==> config.mk <==
export PLATFORM = sky130hd
export DESIGN_NAME = raster_fb_top
export DESIGN_NICKNAME = d
export VERILOG_FILES = /design/src/hw/raster_pkg.sv /design/src/hw/cmd_decoder.sv /design/src/hw/cmd_fifo.sv /design/src/hw/fb_stream_out.sv /design/src/hw/raster_fb_top.sv /design/src/hw/tile_buffer.sv
export SDC_FILE = /design/constraint.sdc
export NUM_CORES = 2
export LEC_CHECK = 0
export BUFFER_PORTS_ARGS = -buffer_cell sky130_fd_sc_hd__buf_2
export CAP_MARGIN = 20
export CELL_PAD_IN_SITES_DETAIL_PLACEMENT = 1
export CELL_PAD_IN_SITES_GLOBAL_PLACEMENT = 2
export CORE_UTILIZATION = 25
export CTS_BUF_LIST = sky130_fd_sc_hd__clkbuf_8
export CTS_CLUSTER_DIAMETER = 30
export DETAILED_ROUTE_END_ITERATION = 6
export PLACE_DENSITY_LB_ADDON = 0.3
export SYNTH_ARGS = -nofsm -noshare
export SYNTH_HDL_FRONTEND = slang
export SYNTH_SLANG_ARGS = --single-unit
==> constraint.sdc <==
create_clock -name aclk -period 5.4 [get_ports aclk]
set_input_delay 0.54 -clock aclk [delete_from_list [all_inputs] [get_ports aclk]]
set_output_delay 0.54 -clock aclk [all_outputs]
set_load 0.02 [all_outputs]
==> src/hw/raster_pkg.sv <==
package raster_pkg;

    // Tile geometry, one 8x8 tile
    localparam int TILE_X_BITS = 3;
    localparam int TILE_Y_BITS = 3;
    localparam int TILE_PIXELS = 1 << (TILE_X_BITS + TILE_Y_BITS);

    localparam int CMD_WIDTH = 32;

    // Pixel index is y * 8 + x
    typedef logic [TILE_X_BITS+TILE_Y_BITS-1:0] tile_index_t;
    // Scissor coordinate 0 to 8, end exclusive
    typedef logic [TILE_X_BITS:0] tile_pos_t;
    // RGB565 color or 16 bit depth
    typedef logic [15:0] pixel_t;

    typedef enum logic [3:0] {
        OP_NOP             = 4'h0,
        OP_SET_CLEAR_COLOR = 4'h1,
        OP_SET_CLEAR_DEPTH = 4'h2,
        OP_SET_SCISSOR     = 4'h3,
        OP_MEMSET          = 4'h4,
        OP_WRITE_COLOR     = 4'h5,
        OP_WRITE_DEPTH     = 4'h6,
        OP_SWAP            = 4'h7,
        OP_DUMP_DEPTH      = 4'h8
    } opcode_t;

    typedef enum logic [1:0] {
        ST_IDLE,
        ST_MEMSET,
        ST_STREAM,
        ST_SWAP_WAIT
    } decoder_state_t;

    typedef enum logic {
        BUF_COLOR,
        BUF_DEPTH
    } buffer_sel_t;

    // Command word field positions
    localparam int OPCODE_LSB       = 28;
    localparam int SCISSOR_EN_BIT   = 16;
    localparam int SCISSOR_SX_LSB   = 12;
    localparam int SCISSOR_SY_LSB   = 8;
    localparam int SCISSOR_EX_LSB   = 4;
    localparam int SCISSOR_EY_LSB   = 0;
    localparam int WR_INDEX_LSB     = 16;
    localparam int MEMSET_COLOR_BIT = 0;
    localparam int MEMSET_DEPTH_BIT = 1;

    // Truncate each channel to its upper bits
    function automatic pixel_t rgb888_to_rgb565(input logic [23:0] rgb);
        return {rgb[23:19], rgb[15:10], rgb[7:3]};
    endfunction

endpackage

==> src/hw/cmd_decoder.sv <==
module cmd_decoder (
    input  logic                             aclk,
    input  logic                             rst_n,
    input  logic                             head_valid,
    input  logic [raster_pkg::CMD_WIDTH-1:0] head_data,
    input  logic                             color_done,
    input  logic                             depth_done,
    input  logic                             stream_done,
    input  logic                             fb_swapped,
    output logic                             cmd_pop,
    output logic                             scissor_en,
    output raster_pkg::tile_pos_t            scissor_start_x,
    output raster_pkg::tile_pos_t            scissor_start_y,
    output raster_pkg::tile_pos_t            scissor_end_x,
    output raster_pkg::tile_pos_t            scissor_end_y,
    output raster_pkg::pixel_t               color_clear,
    output raster_pkg::pixel_t               depth_clear,
    output logic                             color_memset_start,
    output logic                             depth_memset_start,
    output logic                             color_wr_en,
    output logic                             depth_wr_en,
    output raster_pkg::tile_index_t          wr_index,
    output raster_pkg::pixel_t               wr_data,
    output logic                             stream_start,
    output raster_pkg::buffer_sel_t          stream_sel,
    output logic                             swap_fb
);
    import raster_pkg::*;

    localparam int POS_W = $bits(tile_pos_t);

    decoder_state_t state;
    opcode_t        opcode;
    logic           color_busy;
    logic           depth_busy;
    logic           color_left;
    logic           depth_left;
    logic           swap_pending;

    assign opcode  = opcode_t'(head_data[OPCODE_LSB +: $bits(opcode_t)]);
    // Only pop while idle, which keeps commands strictly in order
    assign cmd_pop = (state == ST_IDLE) && head_valid;

    // Buffers still busy after this cycle's done pulses
    assign color_left = color_busy && !color_done;
    assign depth_left = depth_busy && !depth_done;

    always_ff @(posedge aclk)
    begin
        if (cmd_pop)
        begin
            wr_index <= head_data[WR_INDEX_LSB +: $bits(tile_index_t)];
            wr_data  <= head_data[15:0];
        end
    end

    always_ff @(posedge aclk)
    begin
        if (!rst_n)
        begin
            state              <= ST_IDLE;
            scissor_en         <= 1'b0;
            scissor_start_x    <= '0;
            scissor_start_y    <= '0;
            scissor_end_x      <= POS_W'(1 << TILE_X_BITS);
            scissor_end_y      <= POS_W'(1 << TILE_Y_BITS);
            color_clear        <= '0;
            depth_clear        <= '0;
            color_memset_start <= 1'b0;
            depth_memset_start <= 1'b0;
            color_wr_en        <= 1'b0;
            depth_wr_en        <= 1'b0;
            stream_start       <= 1'b0;
            stream_sel         <= BUF_COLOR;
            swap_fb            <= 1'b0;
            color_busy         <= 1'b0;
            depth_busy         <= 1'b0;
            swap_pending       <= 1'b0;
        end
        else
        begin
            color_memset_start <= 1'b0;
            depth_memset_start <= 1'b0;
            color_wr_en        <= 1'b0;
            depth_wr_en        <= 1'b0;
            stream_start       <= 1'b0;
            swap_fb            <= 1'b0;
            case (state)
                ST_IDLE:
                begin
                    if (cmd_pop)
                    begin
                        case (opcode)
                            OP_SET_CLEAR_COLOR:
                                color_clear <= rgb888_to_rgb565(head_data[23:0]);
                            OP_SET_CLEAR_DEPTH:
                                depth_clear <= head_data[15:0];
                            OP_SET_SCISSOR:
                            begin
                                scissor_en      <= head_data[SCISSOR_EN_BIT];
                                scissor_start_x <= head_data[SCISSOR_SX_LSB +: POS_W];
                                scissor_start_y <= head_data[SCISSOR_SY_LSB +: POS_W];
                                scissor_end_x   <= head_data[SCISSOR_EX_LSB +: POS_W];
                                scissor_end_y   <= head_data[SCISSOR_EY_LSB +: POS_W];
                            end
                            OP_MEMSET:
                            begin
                                color_memset_start <= head_data[MEMSET_COLOR_BIT];
                                depth_memset_start <= head_data[MEMSET_DEPTH_BIT];
                                color_busy         <= head_data[MEMSET_COLOR_BIT];
                                depth_busy         <= head_data[MEMSET_DEPTH_BIT];
                                if (head_data[MEMSET_COLOR_BIT] || head_data[MEMSET_DEPTH_BIT])
                                    state <= ST_MEMSET;
                            end
                            OP_WRITE_COLOR:
                                color_wr_en <= 1'b1;
                            OP_WRITE_DEPTH:
                                depth_wr_en <= 1'b1;
                            OP_SWAP:
                            begin
                                stream_start <= 1'b1;
                                stream_sel   <= BUF_COLOR;
                                swap_pending <= 1'b1;
                                state        <= ST_STREAM;
                            end
                            OP_DUMP_DEPTH:
                            begin
                                stream_start <= 1'b1;
                                stream_sel   <= BUF_DEPTH;
                                swap_pending <= 1'b0;
                                state        <= ST_STREAM;
                            end
                            default:
                                ;
                        endcase
                    end
                end
                ST_MEMSET:
                begin
                    color_busy <= color_left;
                    depth_busy <= depth_left;
                    if (!color_left && !depth_left)
                        state <= ST_IDLE;
                end
                ST_STREAM:
                begin
                    // Last word has left the stream unit
                    if (stream_done)
                    begin
                        swap_fb <= swap_pending;
                        state   <= swap_pending ? ST_SWAP_WAIT : ST_IDLE;
                    end
                end
                ST_SWAP_WAIT:
                begin
                    if (fb_swapped)
                        state <= ST_IDLE;
                end
                default:
                    state <= ST_IDLE;
            endcase
        end
    end

endmodule

==> src/hw/cmd_fifo.sv <==
module cmd_fifo #(
    parameter int CMD_FIFO_DEPTH = 4
) (
    input  logic                             aclk,
    input  logic                             rst_n,
    input  logic                             cmd_valid,
    input  logic [raster_pkg::CMD_WIDTH-1:0] cmd_data,
    input  logic                             cmd_pop,
    output logic                             head_valid,
    output logic [raster_pkg::CMD_WIDTH-1:0] head_data,
    output logic                             cmd_credit
);
    import raster_pkg::*;

    localparam int PTR_W = (CMD_FIFO_DEPTH > 1) ? $clog2(CMD_FIFO_DEPTH) : 1;
    localparam int CNT_W = $clog2(CMD_FIFO_DEPTH + 1);

    logic [CMD_WIDTH-1:0] mem [CMD_FIFO_DEPTH];
    logic [PTR_W-1:0]     wr_ptr;
    logic [PTR_W-1:0]     rd_ptr;
    logic [CNT_W-1:0]     count;

    function automatic logic [PTR_W-1:0] next_ptr(input logic [PTR_W-1:0] ptr);
        return (ptr == PTR_W'(CMD_FIFO_DEPTH - 1)) ? '0 : ptr + 1'b1;
    endfunction

    assign head_valid = (count != '0);
    assign head_data  = mem[rd_ptr];

    // Sender only writes while it holds a credit, so no full check here
    always_ff @(posedge aclk)
    begin
        if (cmd_valid)
            mem[wr_ptr] <= cmd_data;
    end

    always_ff @(posedge aclk)
    begin
        if (!rst_n)
        begin
            wr_ptr     <= '0;
            rd_ptr     <= '0;
            count      <= '0;
            cmd_credit <= 1'b0;
        end
        else
        begin
            if (cmd_valid)
                wr_ptr <= next_ptr(wr_ptr);
            if (cmd_pop)
                rd_ptr <= next_ptr(rd_ptr);
            count      <= count + CNT_W'(cmd_valid) - CNT_W'(cmd_pop);
            // One credit back per popped word
            cmd_credit <= cmd_pop;
        end
    end

endmodule

==> src/hw/fb_stream_out.sv <==
module fb_stream_out #(
    parameter int FB_CREDITS = 2
) (
    input  logic                    aclk,
    input  logic                    rst_n,
    input  logic                    stream_start,
    input  raster_pkg::buffer_sel_t stream_sel,
    input  raster_pkg::pixel_t      color_rd_data,
    input  raster_pkg::pixel_t      depth_rd_data,
    input  logic                    fb_credit,
    output raster_pkg::tile_index_t rd_index,
    output logic                    stream_done,
    output logic                    fb_valid,
    output logic                    fb_last,
    output raster_pkg::pixel_t      fb_data
);
    import raster_pkg::*;

    localparam int CNT_W = $clog2(FB_CREDITS + 1);

    logic [CNT_W-1:0] credit_cnt;
    logic [CNT_W-1:0] in_flight;
    logic             active;
    buffer_sel_t      sel;
    tile_index_t      issue_idx;
    logic             issue;
    logic             s1_valid;
    logic             s1_last;

    assign rd_index = issue_idx;
    // Every word in the read pipeline already holds one of the credits
    assign issue = active && ((credit_cnt - in_flight) != '0);

    always_ff @(posedge aclk)
    begin
        if (!rst_n)
        begin
            credit_cnt  <= CNT_W'(FB_CREDITS);
            in_flight   <= '0;
            active      <= 1'b0;
            sel         <= BUF_COLOR;
            issue_idx   <= '0;
            s1_valid    <= 1'b0;
            s1_last     <= 1'b0;
            fb_valid    <= 1'b0;
            fb_last     <= 1'b0;
            stream_done <= 1'b0;
        end
        else
        begin
            credit_cnt <= credit_cnt + CNT_W'(fb_credit) - CNT_W'(fb_valid);
            in_flight  <= in_flight + CNT_W'(issue) - CNT_W'(fb_valid);
            if (stream_start)
            begin
                active    <= 1'b1;
                issue_idx <= '0;
                sel       <= stream_sel;
            end
            else if (issue)
            begin
                issue_idx <= issue_idx + 1'b1;
                if (issue_idx == tile_index_t'(TILE_PIXELS - 1))
                    active <= 1'b0;
            end
            // Stage 1 waits for the buffer read, stage 2 drives the stream
            s1_valid    <= issue;
            s1_last     <= issue && (issue_idx == tile_index_t'(TILE_PIXELS - 1));
            fb_valid    <= s1_valid;
            fb_last     <= s1_last;
            stream_done <= fb_valid && fb_last;
        end
    end

    always_ff @(posedge aclk)
    begin
        if (s1_valid)
            fb_data <= (sel == BUF_COLOR) ? color_rd_data : depth_rd_data;
    end

endmodule

==> src/hw/raster_fb_top.sv <==
module raster_fb_top #(
    parameter int CMD_FIFO_DEPTH = 4,
    parameter int FB_CREDITS     = 2
) (
    input  logic                             aclk,
    input  logic                             rst_n,
    input  logic                             cmd_valid,
    input  logic [raster_pkg::CMD_WIDTH-1:0] cmd_data,
    output logic                             cmd_credit,
    input  logic                             fb_credit,
    output logic                             fb_valid,
    output logic                             fb_last,
    output raster_pkg::pixel_t               fb_data,
    output logic                             swap_fb,
    input  logic                             fb_swapped
);
    import raster_pkg::*;

    logic                 head_valid;
    logic [CMD_WIDTH-1:0] head_data;
    logic                 cmd_pop;
    logic                 scissor_en;
    tile_pos_t            scissor_start_x;
    tile_pos_t            scissor_start_y;
    tile_pos_t            scissor_end_x;
    tile_pos_t            scissor_end_y;
    pixel_t               color_clear;
    pixel_t               depth_clear;
    logic                 color_memset_start;
    logic                 depth_memset_start;
    logic                 color_memset_done;
    logic                 depth_memset_done;
    logic                 color_wr_en;
    logic                 depth_wr_en;
    tile_index_t          wr_index;
    pixel_t               wr_data;
    logic                 stream_start;
    buffer_sel_t          stream_sel;
    logic                 stream_done;
    tile_index_t          rd_index;
    pixel_t               color_rd_data;
    pixel_t               depth_rd_data;

    cmd_fifo #(
        .CMD_FIFO_DEPTH(CMD_FIFO_DEPTH)
    ) cmd_fifo_inst (.*);

    cmd_decoder cmd_decoder_inst (
        .color_done(color_memset_done),
        .depth_done(depth_memset_done),
        .*
    );

    // Both buffers share scissor, write address and read address
    tile_buffer color_buffer (
        .clear_value (color_clear),
        .memset_start(color_memset_start),
        .wr_en       (color_wr_en),
        .memset_done (color_memset_done),
        .rd_data     (color_rd_data),
        .*
    );

    tile_buffer depth_buffer (
        .clear_value (depth_clear),
        .memset_start(depth_memset_start),
        .wr_en       (depth_wr_en),
        .memset_done (depth_memset_done),
        .rd_data     (depth_rd_data),
        .*
    );

    fb_stream_out #(
        .FB_CREDITS(FB_CREDITS)
    ) fb_stream_out_inst (.*);

endmodule

==> src/hw/tile_buffer.sv <==
module tile_buffer (
    input  logic                    aclk,
    input  logic                    rst_n,
    input  logic                    scissor_en,
    input  raster_pkg::tile_pos_t   scissor_start_x,
    input  raster_pkg::tile_pos_t   scissor_start_y,
    input  raster_pkg::tile_pos_t   scissor_end_x,
    input  raster_pkg::tile_pos_t   scissor_end_y,
    input  raster_pkg::pixel_t      clear_value,
    input  logic                    memset_start,
    input  logic                    wr_en,
    input  raster_pkg::tile_index_t wr_index,
    input  raster_pkg::pixel_t      wr_data,
    input  raster_pkg::tile_index_t rd_index,
    output logic                    memset_done,
    output raster_pkg::pixel_t      rd_data
);
    import raster_pkg::*;

    pixel_t      mem [TILE_PIXELS];
    logic        memset_active;
    tile_index_t memset_idx;
    logic        memset_hit;
    logic        wr_hit;

    // Scissor test, start inclusive and end exclusive
    function automatic logic in_scissor(input tile_index_t idx);
        tile_pos_t x;
        tile_pos_t y;
        x = tile_pos_t'(idx[TILE_X_BITS-1:0]);
        y = tile_pos_t'(idx[TILE_X_BITS +: TILE_Y_BITS]);
        return !scissor_en ||
               (x >= scissor_start_x && x < scissor_end_x &&
                y >= scissor_start_y && y < scissor_end_y);
    endfunction

    assign memset_hit = memset_active && in_scissor(memset_idx);
    assign wr_hit     = wr_en && in_scissor(wr_index);

    always_ff @(posedge aclk)
    begin
        if (memset_hit)
            mem[memset_idx] <= clear_value;
        else if (wr_hit)
            mem[wr_index] <= wr_data;
        rd_data <= mem[rd_index];
    end

    // Memset walks every index once, one per cycle
    always_ff @(posedge aclk)
    begin
        if (!rst_n)
        begin
            memset_active <= 1'b0;
            memset_idx    <= '0;
            memset_done   <= 1'b0;
        end
        else
        begin
            memset_done <= memset_active && (memset_idx == tile_index_t'(TILE_PIXELS - 1));
            if (memset_start)
            begin
                memset_active <= 1'b1;
                memset_idx    <= '0;
            end
            else if (memset_active)
            begin
                memset_idx <= memset_idx + 1'b1;
                if (memset_idx == tile_index_t'(TILE_PIXELS - 1))
                    memset_active <= 1'b0;
            end
        end
    end

endmodule

Yosys cells after proc, flatten, opt, wreduce, memory -nomap -nowiden. Memories as Yosys holds them, arrays and structs flattened. A register that Yosys moved wholly into a read port is not among the register bits. Cells that the tools add are included.

Bits in registers: 140. Bits in writable memories: 2176. Input port bits: 37. Output and inout port bits: 20. Word-level logic and storage cells: 197. Memories kept: 3.

$add $sub $neg: 12. Order comparisons: 12. Equal/unequal tests: 23. Mux-type cells: 51. Bitwise operators: 1. Reductions and logical operators: 54.

Memory list: color_buffer.mem (depth 64, bits a word 16, rd ports 1, clocked after Yosys merged registers in 1, wr ports 1, RTL line tile_buffer.sv:20) `pixel_t mem [TILE_PIXELS];`; depth_buffer.mem (depth 64, bits a word 16, rd ports 1, clocked after Yosys merged registers in 1, wr ports 1, RTL line tile_buffer.sv:20); cmd_fifo_inst.mem (depth 4, bits a word 32, rd ports 1, clocked after Yosys merged registers in 1, wr ports 1, RTL line cmd_fifo.sv:18) `logic [CMD_WIDTH-1:0] mem [CMD_FIFO_DEPTH];`.

Operators with widths (count): two-way mux 16 bit (3); OR reduction 16 bit (2); two-way mux 1 bit (30); greater-or-equal comparator 3 x 4 -> 1 bit (6); < comparator 3 x 4 -> 1 bit (6); logical AND 1 bit (22); AND reduction 3 bit (7); two-way mux 2 bit (10); adder 6 x 1 -> 6 bit (second input constant) (3); equality test 6 bit (second input constant) (3); equality test 4 x 3 -> 1 bit (second input constant) (4); two-way mux 6 bit (2); nonzero test 2 bit (5); equality test 2 bit (second input constant) (4); equality test 4 x 2 -> 1 bit (second input constant) (2); one-hot mux 1 bit (2 select lines) (4); one-hot mux 2 bit (4 select lines) (1); OR reduction 2 bit (4); inequality test 2 bit (second input constant) (3); inequality test 3 bit (second input constant) (2); AND reduction 6 bit (1); logical NOT 1 bit (5); adder 2 x 1 -> 2 bit (2); adder 2 x 1 -> 2 bit (second input constant) (2); other kinds (15) (20).

Longest topological paths before layout.
Depth in word-level cells: 11. Depth in mapped cells: 12.

By module. A second synthesis with hierarchy kept.

Cell total of the unflattened synthesis: 4103. Area total of the unflattened synthesis: 91345.1 um2.

Modules (own cells, without submodules): tile_buffer (color_buffer) (times used 1, cells each 1750, area each 40925.5 um2, seq. area each 31230.0 um2); tile_buffer (depth_buffer) (times used 1, cells each 1782, area each 40834.2 um2, seq. area each 31230.0 um2); cmd_fifo (times used 1, cells each 211, area each 5129.9 um2, seq. area each 4043.9 um2); cmd_decoder (times used 1, cells each 245, area each 2992.9 um2, seq. area each 1881.8 um2); fb_stream_out (times used 1, cells each 115, area each 1462.7 um2, seq. area each 820.8 um2).

Least setup slack after synthesis. OpenSTA, ideal clock, no wires.

Path type: reg-to-reg. From: register cmd_decoder_inst.wr_index[0]. To: memory color_buffer.mem[16][0] (netlist bit), enable pin. Library setup time: 416 ps. Arrival: 3315 ps. Data required time: 4984 ps. Slack: 1669 ps. Stages on the path, launching flop included: 11. Path buffers: 2. Clock period less this slack: 3731 ps. Path through: edfxtp_1 inv_1 ha_1 nor2b_1 o21ai_0 o211ai_1 o32ai_1 buf_2 nand4_1 clkbuf_1 o32ai_1.

Word-level cells in the longest chain between the ends: 11. Elaborated cells on any way between the ends: 13.

Ends and longest elaborated chain: start: declaration (RTL line cmd_decoder.sv:22) `output raster_pkg::tile_index_t wr_index,`; start signal: assignment (RTL line cmd_decoder.sv:52) `wr_index <= head_data[WR_INDEX_LSB +: $bits(tile_index_t)];`; greater-or-equal comparator 3 x 4 -> 1 bit / < comparator 3 x 4 -> 1 bit (equally long branches) (RTL line tile_buffer.sv:33) `(x >= scissor_start_x && x < scissor_end_x &&`; logical AND 1 bit (2 in series) (RTL line tile_buffer.sv:33); logical AND 1 bit (RTL line tile_buffer.sv:34) `y >= scissor_start_y && y < scissor_end_y);`; logical OR 1 bit (RTL line tile_buffer.sv:32) `return !scissor_en ||`; logical AND 1 bit (RTL line tile_buffer.sv:38) `assign wr_hit = wr_en && in_scissor(wr_index);`; two-way mux 1 bit (RTL line tile_buffer.sv:44) `else if (wr_hit)`; two-way mux 1 bit (RTL line tile_buffer.sv:42) `if (memset_hit)`; two-way mux 1 bit (not written as such) (RTL line tile_buffer.sv:45) `mem[wr_index] <= wr_data;`; OR reduction 16 bit (no source line); two-way mux 6 bit (no source line) / two-way mux 1 bit (equally long branches); end: declaration (RTL line tile_buffer.sv:20).

Several ways; a longest one is shown, not always the timed one.

Worst setup path in the final report.
From: register color_buffer.memset_idx[0]. To: memory color_buffer.mem[39][1] (netlist bit), enable pin.

Word-level cells in the longest chain between the ends: 10. Elaborated cells on any way between the ends: 14.

Ends and longest elaborated chain: start: declaration (RTL line tile_buffer.sv:22) `tile_index_t memset_idx;`; start signal: assignment (RTL line tile_buffer.sv:68) `memset_idx <= memset_idx + 1'b1;`; greater-or-equal comparator 3 x 4 -> 1 bit / < comparator 3 x 4 -> 1 bit (equally long branches) (RTL line tile_buffer.sv:33); logical AND 1 bit (2 in series) (RTL line tile_buffer.sv:33); logical AND 1 bit (RTL line tile_buffer.sv:34); logical OR 1 bit (RTL line tile_buffer.sv:32); logical AND 1 bit (RTL line tile_buffer.sv:37) `assign memset_hit = memset_active && in_scissor(memset_idx);`; two-way mux 1 bit (RTL line tile_buffer.sv:42); two-way mux 1 bit (not written as such) (RTL line tile_buffer.sv:45); OR reduction 16 bit (no source line); two-way mux 6 bit (no source line) / two-way mux 1 bit (equally long branches).

Several ways; a longest one is shown, not always the timed one.

==> results.py <==
metrics = {
    "final_layout": {
        "final_cell_count_no_fill": 10087,
        "multiInputGateArea_um2": 22700,
        "drive_gt1_share_pct": 37.1,
        "utilization_pct": 30.7,
        "regArea_um2": 68700,
        "area_growth_pct": 22.1,
        "n_fill_cell": 36535,
        "fin_nets": 4940,
    },
    "power": {
        "combinationalPowerShare_pct": 9.6,
        "total_leakage_power_nw": 34.7,
        "power_mw": 45.9,
        "seq_power_share_pct": 45.4,
        "power_switching_share_pct": 25.6,
        "power.density_nw_per_um2": 412,
        "internal_power_mw": 34.2,
        "power.switching_mw": 11.7,
        "power.clock.fraction_pct": 45.0,
        "ir_worst_vdd_mv": 0.206,
    },
    "critical_path": {
        "critPathCaptureType": "register",
        "crit_type": "reg -> reg",
        "cpLargestDelayFamily": "compound AO/OA/AOI/OAI gates",
        "cp_slowest_stage_delay_ps": 960,
        "crit_top_cell": "buf_4",
        "start_kind": "register",
        "r2r-end": "color_buffer.mem[39][1]",
        "reg2reg_depth": 11,
        "cp_num_buf_inv": 4,
        "required_ps": 6180,
        "worstPathCellList": "buf_4 > clkinv_1 > ha_1 > nand2b_1 > a21o_1 > a21o_1 > o211a_1 > a21oi_4 > buf_4 > o32ai_4 > buf_4",
        "slowest_stage": "a21oi_4",
        "rrSetupSlack_ps": 1110,
        "cp.arrival_ps": 5070,
        "crit_fanout": 18,
        "r2r_start": "color_buffer.memset_idx[0]",
    },
    "timing": {
        "final.period_utilization_pct": 79.4,
        "tns_ps": 0,
        "slew_viol_final": 0,
        "rsz0062_at_grt": "false",
        "slew_headroom_pct": 25.5,
        "fmax_mhz": 233,
        "hold_viol": 0,
        "worst_pin_slew_ps": 1110,
        "finClkSkew_ps": 82.4,
        "setup_viol": 0,
        "fin_crit_ps": 4290,
    },
    "synthesis": {
        "synth_fp_nets": 4321,
        "yosysMostFrequentCell": "edfxtp_1",
        "synth-main-ff-cell": "edfxtp_1",
        "ys_seq_area_share_pct": 75.2,
        "synth.distinct_cells": 58,
        "syn_area_um2": 91400,
        "avgSynthCellArea_um2": 21.6,
        "ys_warn_count": 0,
        "synth_top_area_share_pct": 72.2,
        "synth-seq-cells": 2334,
        "yosys-top-cells-count": "edfxtp_1, mux4_2, clkbuf_1",
        "ys_top_cells_by_area": "edfxtp_1, mux4_2, dfxtp_1",
        "async_flop_share_pct": 0,
        "synth_cells": 4239,
        "synth_edf_count": 2198,
        "synth_top_area_cell": "edfxtp_1",
    },
    "worst_hold_path": {
        "hold_end": "cmd_fifo_inst.mem[0][12]",
        "min_path_cells": 2,
        "hp-start": "cmd_data[12]",
        "hold_class": "in -> reg",
    },
    "die": {
        "die_h_um": 607,
        "io_pins": 57,
        "dieArea_um2": 368000,
        "start_util_pct": 25.2,
        "core_um2": 363000,
        "die_w_um": 607,
        "rows": 221,
    },
    "clocking": {
        "numCtsBuffers": 533,
        "cts-root-buf": "clkbuf_8",
        "htreeDepth": 6,
        "insertion_delay_ps": 1140,
        "clock_path_buffers": 4,
        "cts_tree": "done",
        "path_clk_slew_ps": 50,
        "cts.sinks": 2334,
        "postCtsSetupRepairBufs": 0,
    },
    "routing": {
        "wirelength_um": 261000,
        "ant_nets": 0,
        "drtIter0Drc": 3699,
        "drt_pass1_iterations": 5,
        "via_per_inst": 4.57,
        "drcViolationCount": 0,
        "via_count": 46066,
        "routedWlPerCell_um": 25.9,
    },
    "status": {
        "status": "completed",
    },
    "place": {
        "gp_congestion": 0.759,
        "placed_cells": 9085,
        "hpwl_um": 154000,
        "portBuffers": 52,
    },
    "global_routing": {
        "grt_pass1_wl_um": 370000,
        "antenna_found_initial": 17,
        "grt_pass1_vias": 49656,
        "grt_usage_pct": 14.0,
        "grt_max_degree": 129,
        "overflow": 0,
    },
    "run": {
        "maxCapViolCount": 0,
    },
}
[registers in the layout, indices dropped and copies added, names as in the netlist, 6 cells and up, named ones only]
signal / count
cmd_decoder_inst.depth_clear: 16
fb_stream_out_inst.rd_index: 6
cmd_decoder_inst.color_clear: 16
depth_buffer.mem: 1024
cmd_decoder_inst.wr_data: 16
color_buffer.memset_idx: 6
cmd_decoder_inst.wr_index: 6
cmd_fifo_inst.mem: 112
depth_buffer.memset_idx: 6
color_buffer.rd_data: 16
fb_stream_out_inst.fb_data: 16
depth_buffer.rd_data: 16
color_buffer.mem: 1024
[stage by stage]
stage	instance area, um2	hold slack, ps	worst slack [ps]
floorplan	91400	412	1670
global placement	100000	425	1110
detailed placement	100000	427	1130
CTS	112000	37.0	1080
global route	112000	97.0	937
finish	112000	186	1110
[metal layers]
layer	track usage, %	wire (um)
met1	19.1	118000
met2	23.0	126000
met3	2.52	12100
met4	3.62	5350
met5	0	0
[how the worst max path moves through the flow]
stage               cells past startpoint                       end  slack, ps                    startpoint
floorplan                              10   color_buffer.mem[16][0]       1670  cmd_decoder_inst.wr_index[0]
global placement                       11  color_buffer.mem[39][15]       1110    color_buffer.memset_idx[0]
detailed placement                     11   color_buffer.mem[39][0]       1130    color_buffer.memset_idx[0]
CTS                                    11   color_buffer.mem[39][1]       1080    color_buffer.memset_idx[0]
global route                           11   color_buffer.mem[39][1]        940    color_buffer.memset_idx[0]
finish                                 11   color_buffer.mem[39][1]       1110    color_buffer.memset_idx[0]
[worst reg2reg max path, stage by stage (launching register included)]
cell and delay, ps:
dfxtp_1 300, buf_4 210, clkinv_1 330, ha_1 390, nand2b_1 140, a21o_1 180
a21o_1 180, o211a_1 330, a21oi_4 970, buf_4 490, o32ai_4 140, buf_4 290
[layout by cell type (no fill, tap or decap), types with 10 or more instances in the layout]
| master | instances |
|---|---|
| ha_1 | 44 |
| mux2i_1 | 56 |
| o21ai_0 | 74 |
| inv_6 | 18 |
| nand3_1 | 30 |
| o22ai_2 | 10 |
| nand2b_1 | 12 |
| inv_1 | 133 |
| mux4_2 | 668 |
| diode_2 | 10 |
| clkinv_2 | 78 |
| o32ai_4 | 41 |
| and3_1 | 12 |
| bufinv_16 | 51 |
| nor2_1 | 109 |
| a22oi_1 | 64 |
| a21oi_1 | 15 |
| nand2_1 | 82 |
| xnor2_1 | 13 |
| edfxtp_1 | 2198 |
| dlygate4sd3_1 | 32 |
| nor2b_1 | 65 |
| clkbuf_8 | 554 |
| buf_4 | 232 |
| dfxtp_1 | 131 |
| clkinv_1 | 84 |
| buf_12 | 29 |
| buf_2 | 52 |
| mux2_2 | 48 |
| and2_1 | 14 |
| a21oi_2 | 64 |
| or4_1 | 64 |
| clkinvlp_4 | 42 |
| nand4_1 | 16 |
[power by group through the flow]
stage | clock, mW | combinational (mW) | sequential [mW]
after floorplan | 0 | 2.52 | 21.1
after global placement | 0 | 4.39 | 21.2
after detailed placement | 0 | 4.50 | 21.2
after CTS | 21.3 | 4.53 | 20.9
after global routing | 22.0 | 4.74 | 20.9
final | 20.7 | 4.41 | 20.9
[cell type report]
cell class	instances	area share, %
inverter	31	0.104
multi-input combinational	1612	20.3
clock inverter	406	3.14
clock buffer	554	6.83
sequential	2334	61.6
tap	4794	5.38
antenna	10	0.0224
timing repair buffer	346	2.63
[logic make-up after synthesis]
| family | Yosys count | share of synthesized area (%) |
|---|---|---|
| flip-flops | 2334 | 75.2 |
| adder cells (fa/ha/maj) | 45 | 0.624 |
| XOR/XNOR | 22 | 0.211 |
| multiplexers | 772 | 17.7 |
| buffers and inverters | 293 | 1.36 |
| AND/OR/NAND/NOR | 447 | 2.60 |
| AO/OA/AOI/OAI | 326 | 2.32 |
[repair_timing]
action,4_1_cts,5_1_grt
hold buffers,32,0
hold endpoints to repair,148,0
resized for setup,0,0
Note: power is estimated with default switching activity, not from simulation.
